### src/source/disc_pkg.sv
package disc_pkg;

  // channel and word geometry of the digitizer front end
  localparam int n_channels = 2;
  localparam int sample_width = 16;
  localparam int parallel_samples = 4;
  localparam int word_width = sample_width * parallel_samples;

  // the timestamp holds the word timer in the upper bits and the forwarded index below
  localparam int sample_index_width = 14;
  localparam int clock_width = 50;
  localparam int timestamp_width = clock_width + sample_index_width;

  // hysteresis state of one channel
  typedef enum logic {
    st_quiet  = 1'b0,
    st_active = 1'b1
  } chan_state_e;

endpackage

### src/source/disc_control.sv
`timescale 1ns/1ps

module disc_control (
  input  logic                                                            clk,
  input  logic                                                            reset,
  input  logic                                                            config_valid,
  input  logic [disc_pkg::n_channels-1:0][disc_pkg::sample_width-1:0]     threshold_high,
  input  logic [disc_pkg::n_channels-1:0][disc_pkg::sample_width-1:0]     threshold_low,
  input  logic                                                            reset_state,
  output logic [disc_pkg::n_channels-1:0][disc_pkg::sample_width-1:0]     thr_high,
  output logic [disc_pkg::n_channels-1:0][disc_pkg::sample_width-1:0]     thr_low,
  output logic                                                            state_clear
);

  // both threshold buses are loaded together, so every channel switches on the same edge
  always_ff @(posedge clk) begin
    if (reset) begin
      thr_high <= '0;
      thr_low <= '0;
    end else if (config_valid) begin
      thr_high <= threshold_high;
      thr_low <= threshold_low;
    end
  end

  // the clear pulse is retimed here and fanned out to every channel
  always_ff @(posedge clk) begin
    if (reset) begin
      state_clear <= 1'b0;
    end else begin
      state_clear <= reset_state;
    end
  end

  // a low threshold above the high one would let a word be both above and below,
  // which the gate cannot resolve
  for (genvar i = 0; i < disc_pkg::n_channels; i++) begin : g_thr_check
    a_thr_order: assert property (
      @(posedge clk) disable iff (reset)
      config_valid |=> ($signed(thr_low[i]) <= $signed(thr_high[i]))
    ) else $error("channel %0d loaded low threshold above high threshold", i);
  end

  // reset_state is a single-cycle request
  a_clear_pulse: assert property (
    @(posedge clk) disable iff (reset)
    state_clear |=> !state_clear
  ) else $error("state_clear held for more than one cycle");

endmodule

### src/source/hysteresis_gate.sv
`timescale 1ns/1ps

module hysteresis_gate (
  input  logic                            clk,
  input  logic                            reset,
  input  logic                            state_clear,
  input  logic [disc_pkg::word_width-1:0] word_q,
  input  logic                            word_valid_q,
  input  logic                            any_above,
  input  logic                            all_below,
  output logic [disc_pkg::word_width-1:0] data_out,
  output logic                            data_out_valid,
  output logic                            event_start
);

  disc_pkg::chan_state_e state;
  disc_pkg::chan_state_e cur_state;
  disc_pkg::chan_state_e next_state;

  // a clear arriving together with a word means that word is judged from quiet
  always_comb begin
    cur_state = state_clear ? disc_pkg::st_quiet : state;
    next_state = cur_state;
    if (word_valid_q) begin
      if (any_above) begin
        next_state = disc_pkg::st_active;
      end else if (all_below) begin
        next_state = disc_pkg::st_quiet;
      end
    end
  end

  // event_start is combinational so the timestamp lands on the same edge as the data
  assign event_start = word_valid_q && (cur_state == disc_pkg::st_quiet) &&
                       (next_state == disc_pkg::st_active);

  always_ff @(posedge clk) begin
    if (reset) begin
      state <= disc_pkg::st_quiet;
      data_out_valid <= 1'b0;
    end else begin
      state <= next_state;
      data_out_valid <= word_valid_q && (next_state == disc_pkg::st_active);
    end
  end

  always_ff @(posedge clk) begin
    if (word_valid_q) begin
      data_out <= word_q;
    end
  end

  // both flags at once can only come from a low threshold loaded above the high one
  a_flags_exclusive: assert property (
    @(posedge clk) disable iff (reset)
    word_valid_q |-> !(any_above && all_below)
  ) else $error("word flagged both above high and below low");

endmodule

### src/source/level_compare.sv
`timescale 1ns/1ps

module level_compare (
  input  logic                              clk,
  input  logic                              reset,
  input  logic [disc_pkg::word_width-1:0]   word,
  input  logic                              word_valid,
  input  logic [disc_pkg::sample_width-1:0] thr_high,
  input  logic [disc_pkg::sample_width-1:0] thr_low,
  output logic [disc_pkg::word_width-1:0]   word_q,
  output logic                              word_valid_q,
  output logic                              any_above,
  output logic                              all_below
);

  logic [disc_pkg::parallel_samples-1:0] above;
  logic [disc_pkg::parallel_samples-1:0] below;

  // samples are two's complement, so the comparison is signed
  always_comb begin
    logic signed [disc_pkg::sample_width-1:0] sample;
    for (int j = 0; j < disc_pkg::parallel_samples; j++) begin
      sample = word[j*disc_pkg::sample_width +: disc_pkg::sample_width];
      above[j] = sample > $signed(thr_high);
      below[j] = sample < $signed(thr_low);
    end
  end

  always_ff @(posedge clk) begin
    if (reset) begin
      word_valid_q <= 1'b0;
    end else begin
      word_valid_q <= word_valid;
    end
  end

  // the word and its two reduced flags follow the input on every edge
  always_ff @(posedge clk) begin
    word_q <= word;
    any_above <= |above;
    all_below <= &below;
  end

endmodule

### src/source/sample_discriminator.sv
`timescale 1ns/1ps

module sample_discriminator (
  input  logic                                                          clk,
  input  logic                                                          reset,
  input  logic [disc_pkg::n_channels-1:0][disc_pkg::word_width-1:0]     data_in,
  input  logic [disc_pkg::n_channels-1:0]                               data_in_valid,
  input  logic                                                          config_valid,
  input  logic [disc_pkg::n_channels-1:0][disc_pkg::sample_width-1:0]   threshold_high,
  input  logic [disc_pkg::n_channels-1:0][disc_pkg::sample_width-1:0]   threshold_low,
  input  logic                                                          reset_state,
  output logic [disc_pkg::n_channels-1:0][disc_pkg::word_width-1:0]     data_out,
  output logic [disc_pkg::n_channels-1:0]                               data_out_valid,
  output logic [disc_pkg::n_channels-1:0][disc_pkg::timestamp_width-1:0] timestamp_out,
  output logic [disc_pkg::n_channels-1:0]                               timestamp_valid
);

  logic [disc_pkg::n_channels-1:0][disc_pkg::sample_width-1:0] thr_high;
  logic [disc_pkg::n_channels-1:0][disc_pkg::sample_width-1:0] thr_low;
  logic                                                        state_clear;

  disc_control u_control (
    .clk            (clk),
    .reset          (reset),
    .config_valid   (config_valid),
    .threshold_high (threshold_high),
    .threshold_low  (threshold_low),
    .reset_state    (reset_state),
    .thr_high       (thr_high),
    .thr_low        (thr_low),
    .state_clear    (state_clear)
  );

  // each channel is an independent compare, gate and timestamp chain
  for (genvar i = 0; i < disc_pkg::n_channels; i++) begin : g_chan
    logic [disc_pkg::word_width-1:0] word_q;
    logic                            word_valid_q;
    logic                            any_above;
    logic                            all_below;
    logic                            event_start;

    level_compare u_compare (
      .clk          (clk),
      .reset        (reset),
      .word         (data_in[i]),
      .word_valid   (data_in_valid[i]),
      .thr_high     (thr_high[i]),
      .thr_low      (thr_low[i]),
      .word_q       (word_q),
      .word_valid_q (word_valid_q),
      .any_above    (any_above),
      .all_below    (all_below)
    );

    hysteresis_gate u_gate (
      .clk            (clk),
      .reset          (reset),
      .state_clear    (state_clear),
      .word_q         (word_q),
      .word_valid_q   (word_valid_q),
      .any_above      (any_above),
      .all_below      (all_below),
      .data_out       (data_out[i]),
      .data_out_valid (data_out_valid[i]),
      .event_start    (event_start)
    );

    timestamp_counter u_timestamp (
      .clk             (clk),
      .reset           (reset),
      .state_clear     (state_clear),
      .word_valid_q    (word_valid_q),
      .data_out_valid  (data_out_valid[i]),
      .event_start     (event_start),
      .timestamp_out   (timestamp_out[i]),
      .timestamp_valid (timestamp_valid[i])
    );
  end

endmodule

### src/source/timestamp_counter.sv
`timescale 1ns/1ps

module timestamp_counter (
  input  logic                                 clk,
  input  logic                                 reset,
  input  logic                                 state_clear,
  input  logic                                 word_valid_q,
  input  logic                                 data_out_valid,
  input  logic                                 event_start,
  output logic [disc_pkg::timestamp_width-1:0] timestamp_out,
  output logic                                 timestamp_valid
);

  logic [disc_pkg::clock_width-1:0]        timer;
  logic [disc_pkg::sample_index_width-1:0] index;
  logic [disc_pkg::sample_index_width-1:0] index_now;

  // data_out_valid lags its word by one edge, so a forwarded word is counted
  // one cycle after the gate decides on it
  // an event never follows a forwarded word unless a clear sits between them,
  // so the pending count does not have to be added here
  assign index_now = state_clear ? '0 : index;

  // the timer runs over every word and ignores the state clear
  always_ff @(posedge clk) begin
    if (reset) begin
      timer <= '0;
    end else if (word_valid_q) begin
      timer <= timer + 1'b1;
    end
  end

  // a pending forward from before the clear is dropped along with the old count
  always_ff @(posedge clk) begin
    if (reset) begin
      index <= '0;
    end else if (state_clear) begin
      index <= '0;
    end else if (data_out_valid) begin
      index <= index + 1'b1;
    end
  end

  always_ff @(posedge clk) begin
    if (reset) begin
      timestamp_valid <= 1'b0;
    end else begin
      timestamp_valid <= event_start;
    end
  end

  // values from before the event word is counted
  always_ff @(posedge clk) begin
    if (event_start) begin
      timestamp_out <= {timer, index_now};
    end
  end

endmodule

### config.mk
export PLATFORM = sky130hd
export DESIGN_NAME = sample_discriminator
export DESIGN_NICKNAME = d
export VERILOG_FILES = /design/src/source/disc_pkg.sv /design/src/source/disc_control.sv /design/src/source/hysteresis_gate.sv /design/src/source/level_compare.sv /design/src/source/sample_discriminator.sv /design/src/source/timestamp_counter.sv
export SDC_FILE = /design/constraint.sdc
export NUM_CORES = 1
export LEC_CHECK = 0
export ABC_AREA = 1
export BUFFER_PORTS_ARGS = -buffer_cell sky130_fd_sc_hd__buf_2
export CAP_MARGIN = 20
export CORE_ASPECT_RATIO = 1.5
export CORE_UTILIZATION = 25
export DETAILED_ROUTE_END_ITERATION = 12
export GPL_TIMING_DRIVEN = 1
export PLACE_DENSITY = 0.41
export SETUP_SLACK_MARGIN = 0.2
export SLEW_MARGIN = 20
export SYNTH_ARGS = -nofsm -noshare
export SYNTH_HDL_FRONTEND = slang
export SYNTH_SLANG_ARGS = --single-unit
### constraint.sdc
create_clock -name clk -period 13.4 [get_ports clk]
set_input_delay 0.67 -clock clk [delete_from_list [all_inputs] [get_ports clk]]
set_output_delay 0.67 -clock clk [all_outputs]
set_load 0.02 [all_outputs]
==> out/metrics.cfg, run 1 <==
[status]
outcome=complete, no violations

[clocking]
holdBufCountCts=0
cts-root-to-sink-buffers=3
cts_tree=yes
postCtsResizedCells=0
clock_sinks=589
cts.clk_slew.worst_paths_ns=0.06
cts_buffers=61
clk_latency_ns=0.65
h_tree_depth=2
post-cts-setup-buffers=0
clk_root_buffer_cell=sky130_fd_sc_hd__clkbuf_16

[logic_synthesis]
syn_area_um2=26100
synth-edff-count=256
synthesis.instances=2688
netlist.area_leader.share=0.295
synthesis.area_per_instance_um2=9.70
yosysWarnings=0
synth_flop_cell=sky130_fd_sc_hd__dfxtp_1
cell_types_with_the_largest_area_share_after_synthesis=sky130_fd_sc_hd__edfxtp_1 29%, sky130_fd_sc_hd__dfxtp_1 26%, sky130_fd_sc_hd__ha_1 12%, sky130_fd_sc_hd__nand2_1 6.5%, sky130_fd_sc_hd__inv_1 4.7%
syn_nets=3138
synth-seq-area-share=0.551
async_flop_share=0
synth-seq-cells=589
synth.distinct_cells=43
netlist.top_cell.by_area=sky130_fd_sc_hd__edfxtp_1

[finish]
post_layout_cell_count=4620
syn_to_final_growth_pct=22.8
final_core_util=0.311
num-fill-cells=11000
layout_common_cells=457 x sky130_fd_sc_hd__buf_2, 454 x sky130_fd_sc_hd__nand2_1, 331 x sky130_fd_sc_hd__dfxtp_1
design.final.nets=3620
post_route_cells_drive_above_1_share=0.206
layout.cells.most_common=sky130_fd_sc_hd__buf_2

[global_route]
grt_util_all_layers=0.156
antenna_found_initial=23
gr-total-overflow=0
number_of_global_route_vias_before_repair=19800
grt_max_degree=73
first_pass_grt_wire_length_um=123000

[drt]
routed_via_density=4.24
drtAntennaViolNets=0
final_routed_wirelength_um=83100
drt_pass1_iterations=5
routed_wire_length_per_instance_um=18.0
initialDrtViolationCount=786
drt_drc_violations_left=0
total_number_of_vias=19600

[setup_path]
critical_path_launch_point_type=register
arrival_ns=2.89
critPathLaunch=g_chan[1].u_compare.word_valid_q
worstSetupEndpoint=g_chan[1].u_timestamp.timestamp_out[0]
timing.rr.start=g_chan[1].u_compare.word_valid_q
critical_path.max_stage_delay_ns=0.73
setup.worst_path.end_class=register
r2r-end=g_chan[1].u_timestamp.timestamp_out[0]
worstSetupPathType=reg2reg
critical_path.max_fanout=59
r2r_slack_ns=10.77
timing.reg2reg.worst_path_depth=3
crit_path_cell_trace=inv_1 -> nor3_2 -> buf_4
critical_path.slowest_cell=sky130_fd_sc_hd__buf_4
worstPathRequired_ns=13.66

[sta]
setup_ws_ns=10.77
setup_tns_ns=0
worstMarginPinSlew_ns=0.901
post_layout_min_period_ns=2.63
slew_viol_final=0
max_freq_mhz=380
max-slew-margin-rel=0.399
hold_viol=0
rsz0062_at_grt=no
clock-skew-final_ns=0.0261
final_min_period_over_clock_period=0.197
report.final.setup_viol=0

[floorplanning]
boundaryPins=458
die-width_um=266
die_area_um2=106000
initial_core_util=0.253
design.core.area_um2=103000
height_of_the_die_um=398
core.rowCount=144

[pwr]
clkPwrFrac=0.414
share_seq_of_total_power=0.476
power_density_nw_per_um2=130
internal-power_mw=3.08
power_switching_share=0.259
power.switching_mw=1.08
total_leakage_power_nw=13.7
p_comb_frac=0.110
ir_drop_mv=0.0950

[place]
pre_cts_ws_ns=10.71
io_buffer_count=457
dpl.cell_count=4494
globalplace.congestion=0.868
detailedPlacementHpwl_um=65800

[worst_hold_path]
hold_start=data_in[80]
holdCritPathClass=in2reg

[flow_run]
max_cap_viol_count=0

-- metal layers --
layer	vias up	track usage	part of all wire
met1	8912	0.170	0.39
met3	155	0.0349	0.053
met5	-	0	0.0020
met4	26	0.0624	0.038
met2	463	0.289	0.52
li1	10000	-	-
-- state kept, by name, indices dropped and copies added (netlist names), 28 cells and up --
signal                            cells
g_chan.u_timestamp.index             28
g_chan.u_compare.word_q             128
u_control.thr_low                    32
g_chan.u_gate.data_out              128
u_control.thr_high                   32
g_chan.u_timestamp.timer            100
g_chan.u_timestamp.timestamp_out    128
-- Yosys cell counts (2+ instances only) --
| cell | n |
|---|---|
| sky130_fd_sc_hd__nand4_1 | 48 |
| sky130_fd_sc_hd__nor3b_2 | 2 |
| sky130_fd_sc_hd__nand3b_1 | 4 |
| sky130_fd_sc_hd__nor3_1 | 75 |
| sky130_fd_sc_hd__xnor2_1 | 10 |
| sky130_fd_sc_hd__a21oi_1 | 200 |
| sky130_fd_sc_hd__nor3_2 | 11 |
| sky130_fd_sc_hd__xor2_1 | 20 |
| sky130_fd_sc_hd__nand2_1 | 454 |
| sky130_fd_sc_hd__buf_2 | 2 |
| sky130_fd_sc_hd__nor2_2 | 19 |
| sky130_fd_sc_hd__ha_1 | 252 |
| sky130_fd_sc_hd__dfxtp_1 | 333 |
| sky130_fd_sc_hd__nand4_2 | 2 |
| sky130_fd_sc_hd__o21bai_2 | 3 |
| sky130_fd_sc_hd__o21ai_1 | 9 |
| sky130_fd_sc_hd__nor3b_1 | 5 |
| sky130_fd_sc_hd__inv_2 | 8 |
| sky130_fd_sc_hd__a31oi_1 | 2 |
| sky130_fd_sc_hd__a21o_1 | 18 |
| sky130_fd_sc_hd__nand3_1 | 106 |
| sky130_fd_sc_hd__nor3_4 | 5 |
| sky130_fd_sc_hd__buf_1 | 3 |
| sky130_fd_sc_hd__inv_1 | 324 |
| sky130_fd_sc_hd__nor2_1 | 273 |
| sky130_fd_sc_hd__clkbuf_1 | 34 |
| sky130_fd_sc_hd__o21bai_1 | 11 |
| sky130_fd_sc_hd__nand3_2 | 10 |
| sky130_fd_sc_hd__o21a_1 | 5 |
| sky130_fd_sc_hd__nor2_4 | 12 |
| sky130_fd_sc_hd__edfxtp_1 | 256 |
| sky130_fd_sc_hd__o21ai_0 | 126 |
| sky130_fd_sc_hd__nand2_2 | 21 |
| sky130_fd_sc_hd__nor4_1 | 10 |
| sky130_fd_sc_hd__buf_4 | 7 |
-- stage by stage --
| stage | hold WS (ns) | power [mW] | area, um2 |
|---|---|---|---|
| global route | 0.102 | 4.37 | 32000 |
| global placement | 0.385 | 2.48 | 30000 |
| detailed placement | 0.389 | 2.49 | 30000 |
| finish | 0.143 | 4.16 | 32000 |
| CTS | 0.102 | 4.25 | 32000 |
| floorplan | 0.386 | 2.30 | 26100 |
-- power by group through the flow --
| stage | clock [mW] | combinational, mW | sequential [mW] |
|---|---|---|---|
| after global placement | 0 | 0.464 | 2.02 |
| final | 1.72 | 0.460 | 1.98 |
| after CTS | 1.79 | 0.472 | 1.98 |
| after floorplan | 0 | 0.225 | 2.07 |
| after detailed placement | 0 | 0.470 | 2.02 |
| after global routing | 1.85 | 0.526 | 1.99 |
-- area by class of cell --
class	instances	area (um2)	area share
Tap cell	1387	1740	0.0542
Multi-Input combinational cell	1720	10300	0.321
Clock inverter	31	295	0.00923
Timing Repair Buffer	466	2350	0.0736
Antenna cell	10	25.0	0.000782
Sequential cell	589	14400	0.449
Inverter	332	1250	0.0390
Clock buffer	85	1720	0.0537
-- logic make-up after synthesis --
group	count (synthesis)	share of synthesized area
simple gates	1060	0.185
flops	589	0.551
buf+inv	379	0.0560
compound gates	378	0.0771
fa+ha+maj	252	0.121
xor+xnor	30	0.0101
-- how the worst min path moves through the flow --
stage / end / slack, ns / cells after the start
2_1_floorplan: g_chan[0].u_gate.data_out[0] / 0.39 / 0
3_3_place_gp: g_chan[0].u_gate.data_out[41] / 0.39 / 0
3_5_place_dp: g_chan[0].u_gate.data_out[10] / 0.39 / 0
4_1_cts: g_chan[1].u_compare.word_q[16] / 0.10 / 1
5_1_grt: g_chan[1].u_compare.word_q[16] / 0.10 / 1
6_report: g_chan[1].u_compare.word_q[16] / 0.14 / 1
-- worst max-delay path: cells and delay by family (launching register included) --
family / cells / cell delay, ns
buffers and inverters: 2 / 1.11
and+or+nand+nor: 1 / 0.50
DFF: 1 / 0.59
Power figures use the tool's default switching activity.
==> run 2, diff against run 1 <==
==> constraint.sdc (replaced) <==
create_clock -name clk -period 2.8 [get_ports clk]
set_input_delay 0.14 -clock clk [delete_from_list [all_inputs] [get_ports clk]]
set_output_delay 0.14 -clock clk [all_outputs]
set_load 0.02 [all_outputs]
==> out/metrics.cfg, run 2 (synthesis gave the netlist of run 1 again) <==
[status]
outcome=complete, no violations  ; unchanged

[clocking]
post-cts-setup-buffers=0  ; unchanged
clk_latency_ns=0.65  ; about the same
cts_buffers=66  ; was 61
postCtsResizedCells=0  ; unchanged
cts_tree=yes  ; unchanged
clk_root_buffer_cell=sky130_fd_sc_hd__clkbuf_16  ; unchanged
cts.clk_slew.worst_paths_ns=0.06  ; about the same
clock_sinks=589  ; unchanged
h_tree_depth=3  ; was 2
cts-root-to-sink-buffers=3  ; unchanged

[place]
dpl.cell_count=4506  ; was 4494
post_placement_cell_area_um2=30100  ; was 30000 um2
detailedPlacementHpwl_um=67600  ; was 65800 um
io_buffer_count=457  ; unchanged
pre_cts_ws_ns=0.867  ; was 10.71 ns
globalplace.congestion=0.859  ; was 0.868

[sta]
worstMarginPinSlew_ns=0.925  ; was 0.901 ns
report.final.setup_viol=0  ; unchanged
rsz0062_at_grt=no  ; unchanged
setup_tns_ns=0  ; unchanged
hold_viol=0  ; unchanged
post_layout_min_period_ns=1.88  ; was 2.63 ns
max_freq_mhz=531  ; was 380 MHz
max-slew-margin-rel=0.384  ; was 0.399
final_min_period_over_clock_period=0.672  ; was 0.197
clock-skew-final_ns=0.0247  ; was 0.0261 ns
setup_ws_ns=0.918  ; was 10.77 ns
slew_viol_final=0  ; unchanged

[setup_path]
r2r-end=g_chan[1].u_compare.any_above  ; was g_chan[1].u_timestamp.timestamp_out[0]
timing.rr.start=u_control.thr_high[31]  ; was g_chan[1].u_compare.word_valid_q
worstPathRequired_ns=3.34  ; was 13.66 ns
timing.reg2reg.worst_path_depth=11  ; was 3
r2r_slack_ns=0.92  ; was 10.77 ns
arrival_ns=2.42  ; was 2.89 ns
setup.worst_path.end_class=register  ; unchanged
critPathLaunch=u_control.thr_high[31]  ; was g_chan[1].u_compare.word_valid_q
worstSetupPathType=reg2reg  ; unchanged
critical_path.max_fanout=5  ; was 59
worstSetupEndpoint=g_chan[1].u_compare.any_above  ; was g_chan[1].u_timestamp.timestamp_out[0]
critical_path_launch_point_type=register  ; unchanged

[finish]
final-seq-area_um2=14400  ; unchanged
num-fill-cells=10700  ; was 11000
design.final.nets=3838  ; was 3620
layout_common_cells=457 x sky130_fd_sc_hd__buf_2, 454 x sky130_fd_sc_hd__nand2_1, 331 x sky130_fd_sc_hd__dfxtp_1  ; unchanged
multi_input_area_um2=10300  ; about the same
layout_top_registers=g_chan.u_compare.word_q x128, g_chan.u_gate.data_out x128, g_chan.u_timestamp.timestamp_out x128  ; unchanged
post_layout_cell_count=4833  ; was 4620
layout.cell_area.non_filler_um2=34400  ; was 32000 um2
layout.cells.most_common=sky130_fd_sc_hd__buf_2  ; unchanged
syn_to_final_growth_pct=32.1  ; was 22.8%
post_route_cells_drive_above_1_share=0.200  ; was 0.206

[drt]
drt_pass1_iterations=7  ; was 5
routed_wire_length_per_instance_um=17.9  ; was 18.0 um
total_number_of_vias=20400  ; was 19600
final_routed_wirelength_um=86400  ; was 83100 um
drt_drc_violations_left=0  ; unchanged
drtAntennaViolNets=0  ; unchanged
routed_via_density=4.23  ; was 4.24
initialDrtViolationCount=845  ; was 786

[global_route]
number_of_global_route_vias_before_repair=20600  ; was 19800
grt_max_degree=61  ; was 73
first_pass_grt_wire_length_um=127000  ; was 123000 um
gr-total-overflow=0  ; unchanged
antenna_found_initial=11  ; was 23
grt_util_all_layers=0.162  ; was 0.156

[flow_run]
max_cap_viol_count=0  ; unchanged

[worst_hold_path]
holdCritPathClass=in2reg  ; unchanged
hold_path_cells=2  ; was 1

[floorplanning]
core.rowCount=144  ; unchanged
initial_core_util=0.253  ; unchanged
design.core.area_um2=103000  ; unchanged
boundaryPins=458  ; unchanged
die_area_um2=106000  ; unchanged
height_of_the_die_um=398  ; unchanged
die-width_um=266  ; unchanged

[pwr]
total_leakage_power_nw=14.7  ; was 13.7 nW
total_chip_power_mw=21.2  ; was 4.16 mW
power_density_nw_per_um2=617  ; was 130 nW/um2
ir_drop_mv=0.473  ; was 0.0950 mV

run 2: changes by cell type in the layout (fill, tap and decap cells not counted), moves of 4 or more:
cell,previous run,this run
sky130_fd_sc_hd__diode_2,10,5
sky130_fd_sc_hd__buf_4,9,18
sky130_fd_sc_hd__clkbuf_1,16,8
sky130_fd_sc_hd__bufinv_16,4,8
sky130_fd_sc_hd__dlygate4sd3_1,0,201
sky130_fd_sc_hd__clkbuf_16,63,71
run 2: timing repair:
action	4_1_cts	5_1_grt
endpoints found under the setup margin	0	0
hold endpoints to repair	208	0
hold buffers	201	0
run 2: how the worst min path moves through the flow:
stage	from	to	slack (ns)
after CTS	data_in[96]	g_chan[1].u_compare.word_q[32]	0.12
after detailed placement	data_in[80]	g_chan[1].u_compare.word_q[16]	0.27
after floorplan	data_in[0]	g_chan[0].u_compare.word_q[0]	0.17
final	data_in[96]	g_chan[1].u_compare.word_q[32]	0.18
after global placement	data_in[80]	g_chan[1].u_compare.word_q[16]	0.26
after global routing	data_in[16]	g_chan[0].u_compare.word_q[16]	0.16
run 2: where the power goes:
group | internal [mW] | switching [mW] | total [mW]
logic | 0.931 | 1.54 | 2.47
registers | 9.34 | 0.124 | 9.47
clock network | 5.54 | 3.76 | 9.31
total | 15.8 | 5.43 | 21.2
run 2: layer usage:
metal / up-vias / share of wire / global-route usage
met2: 482 / 0.53 / 0.309
met1: 9326 / 0.39 / 0.173
met5: - / 0.00039 / 0
met4: 6 / 0.027 / 0.0597
li1: 10500 / - / -
met3: 126 / 0.051 / 0.0337
run 2: metrics by stage:
stage          utilization  hold slack [ns]
6_report             0.334            0.181
4_1_cts              0.334            0.117
3_5_place_dp         0.292            0.271
3_3_place_gp         0.292            0.260
5_1_grt              0.334            0.162
2_1_floorplan            -            0.168
run 2: cell type report:
cell class,count,area share
clock inverters,36,0.0122
clock buffers,85,0.0548
flip-flops and latches,589,0.417
repair buffers,679,0.130
inverters,332,0.0364
diodes,5,0.000363
well taps,1387,0.0504
multi-input cells,1720,0.298
run 2: worst max-delay path, stage by stage (launching register included):
cell and delay (ns):
sky130_fd_sc_hd__dfxtp_1 0.31, sky130_fd_sc_hd__inv_1 0.12, sky130_fd_sc_hd__ha_1 0.38, sky130_fd_sc_hd__nand2_1 0.10, sky130_fd_sc_hd__nor3_1 0.35, sky130_fd_sc_hd__nand2_1 0.12
sky130_fd_sc_hd__nand2_1 0.07, sky130_fd_sc_hd__nand2_1 0.05, sky130_fd_sc_hd__nand3_1 0.13, sky130_fd_sc_hd__nand2_1 0.07, sky130_fd_sc_hd__inv_1 0.05, sky130_fd_sc_hd__nand2_1 0.04
==> run 3, diff against run 2 <==
==> constraint.sdc (replaced) <==
create_clock -name clk -period 1.8 [get_ports clk]
set_input_delay 0.09 -clock clk [delete_from_list [all_inputs] [get_ports clk]]
set_output_delay 0.09 -clock clk [all_outputs]
set_load 0.02 [all_outputs]
==> out/metrics.cfg, run 3 (synthesis gave the netlist of run 1 again) <==
[drt]
routed_wire_length_per_instance_um=17.8  ; was 17.9 um
initialDrtViolationCount=836  ; was 845
drt_pass1_iterations=5  ; was 7
routed_via_density=4.28  ; was 4.23
drtAntennaViolNets=0  ; unchanged
drt_drc_violations_left=0  ; unchanged
final_routed_wirelength_um=89400  ; was 86400 um
total_number_of_vias=21500  ; was 20400

[clocking]
cts_tree=yes  ; unchanged
clk_root_buffer_cell=sky130_fd_sc_hd__clkbuf_16  ; unchanged
clock_sinks=589  ; unchanged
h_tree_depth=3  ; unchanged
cts.clk_slew.worst_paths_ns=0.06  ; about the same
cts-root-to-sink-buffers=3  ; unchanged
cts_buffers=67  ; was 66
clk_latency_ns=0.63  ; was 0.65 ns

[finish]
num-fill-cells=10600  ; was 10700
post_route_cells_drive_above_1_share=0.354  ; was 0.200
design.final.nets=4031  ; was 3838
syn_to_final_growth_pct=46.5  ; was 32.1%
layout_common_cells=457 x sky130_fd_sc_hd__buf_2, 384 x sky130_fd_sc_hd__nand2_1, 256 x sky130_fd_sc_hd__edfxtp_1  ; was 457 x sky130_fd_sc_hd__buf_2, 454 x sky130_fd_sc_hd__nand2_1, 331 x sky130_fd_sc_hd__dfxtp_1
layout.cells.most_common=sky130_fd_sc_hd__buf_2  ; unchanged
final_core_util=0.371  ; was 0.334
multi_input_area_um2=12200  ; was 10300 um2
final-seq-area_um2=14500  ; was 14400 um2
layout_top_registers=g_chan.u_compare.word_q x128, g_chan.u_gate.data_out x128, g_chan.u_timestamp.timestamp_out x128  ; unchanged

[floorplanning]
design.core.area_um2=103000  ; unchanged
core.rowCount=144  ; unchanged
initial_core_util=0.253  ; unchanged
die-width_um=266  ; unchanged
die_area_um2=106000  ; unchanged
boundaryPins=458  ; unchanged
height_of_the_die_um=398  ; unchanged

[sta]
clock-skew-final_ns=0.0183  ; was 0.0247 ns
final_min_period_over_clock_period=0.959  ; was 0.672
worst_hold_slack_ns=0.102  ; was 0.181 ns
max_freq_mhz=579  ; was 531 MHz
report.final.setup_viol=0  ; unchanged
hold_viol=0  ; unchanged
rsz0062_at_grt=yes  ; was no
post_layout_min_period_ns=1.73  ; was 1.88 ns
slew_viol_final=0  ; unchanged
max-slew-margin-rel=0.683  ; was 0.384
worstMarginPinSlew_ns=0.470  ; was 0.925 ns

[setup_path]
timing.reg2reg.worst_path_depth=11  ; unchanged
critical_path.max_fanout=3  ; was 5
setup.worst_path.end_class=register  ; unchanged
arrival_ns=2.23  ; was 2.42 ns
worstSetupPathType=reg2reg  ; unchanged
critical_path_launch_point_type=register  ; unchanged
worstPathRequired_ns=2.31  ; was 3.34 ns

[place]
detailedPlacementHpwl_um=69000  ; was 67600 um
io_buffer_count=457  ; unchanged
globalplace.congestion=0.860  ; was 0.859

[worst_hold_path]
holdCritPathClass=in2reg  ; unchanged
hold_path_cells=4  ; was 2

[flow_run]
max_cap_viol_count=0  ; unchanged

[pwr]
power_density_nw_per_um2=876  ; was 617 nW/um2
ir_drop_mv=0.738  ; was 0.473 mV
total_leakage_power_nw=16.3  ; was 14.7 nW

[global_route]
grt_max_degree=64  ; was 61
number_of_global_route_vias_before_repair=21800  ; was 20600
antenna_found_initial=3  ; was 11
first_pass_grt_wire_length_um=132000  ; was 127000 um
grt_util_all_layers=0.166  ; was 0.162
gr-total-overflow=0  ; unchanged

[status]
outcome=complete, no violations  ; unchanged

[run 3: power breakdown]
group | total, mW | internal (mW) | switching (mW)
logic | 4.53 | 1.84 | 2.69
registers | 14.7 | 14.5 | 0.207
clock network | 14.2 | 8.48 | 5.72
total | 33.5 | 24.8 | 8.61
[run 3: worst paths after layout]
check	from	to	slack, ns
max	g_chan[0].u_timestamp.timer[1]	g_chan[0].u_timestamp.timer[36]	0.07
min	config_valid	u_control.thr_low[27]	0.10
max reg2reg	g_chan[0].u_timestamp.timer[1]	g_chan[0].u_timestamp.timer[36]	0.07
min reg2reg	g_chan[0].u_compare.word_q[0]	g_chan[0].u_gate.data_out[0]	0.39
[run 3: per-layer routing]
layer  GRT usage  wire length [um]  vias up
met5           0                13        -
met4      0.0562              2210        2
met3      0.0283              3790      116
met2       0.320             48200      477
met1       0.181             35200    10000
li1            -                 -    10900
[run 3: what timing repair did]
item | 4_1_cts | 5_1_grt
pin swaps | 74 | 130
resized for setup | 232 | 330
setup endpoints to repair | 160 | 82
hold buffers | 206 | 0
setup buffers | 22 | 31
hold endpoints to repair | 240 | 0
[run 3: critical path: stages, from the launching register on]
cell and delay [ns]:
sky130_fd_sc_hd__dfxtp_2 0.36, sky130_fd_sc_hd__ha_4 0.16, sky130_fd_sc_hd__nand3_4 0.09, sky130_fd_sc_hd__nor2_4 0.15
sky130_fd_sc_hd__buf_4 0.12, sky130_fd_sc_hd__nand2_2 0.08, sky130_fd_sc_hd__nor2_4 0.12, sky130_fd_sc_hd__nand2_4 0.09
sky130_fd_sc_hd__nor2_4 0.16, sky130_fd_sc_hd__nand3_2 0.11, sky130_fd_sc_hd__o21ai_1 0.12, sky130_fd_sc_hd__a21oi_1 0.05
[run 3: layout make-up]
class / instances / share of cell area
tap: 1387 / 0.0454
sequential: 589 / 0.380
antenna: 3 / 0.000197
multi-input combinational: 1720 / 0.319
inverter: 332 / 0.0347
clock inverter: 32 / 0.0109
clock buffer: 87 / 0.0478
timing repair buffer: 871 / 0.162
[run 3: per-stage QoR]
| stage | power [mW] | worst slack (ns) | cell area [um2] | TNS [ns] | std cells |
|---|---|---|---|---|---|
| 2_1_floorplan | 17.1 | -1.34 | 26200 | -164.57 | 2688 |
| 3_3_place_gp | 18.7 | -0.0851 | 31300 | -0.172 | 4640 |
| 3_5_place_dp | 18.7 | -0.0896 | 31300 | -0.209 | 4640 |
| 4_1_cts | 33.8 | 0.118 | 36600 | 0 | 4987 |
| 5_1_grt | 35.0 | 0.00444 | 38200 | 0 | 5020 |
| 6_report | 33.5 | 0.0731 | 38200 | 0 | 5021 |
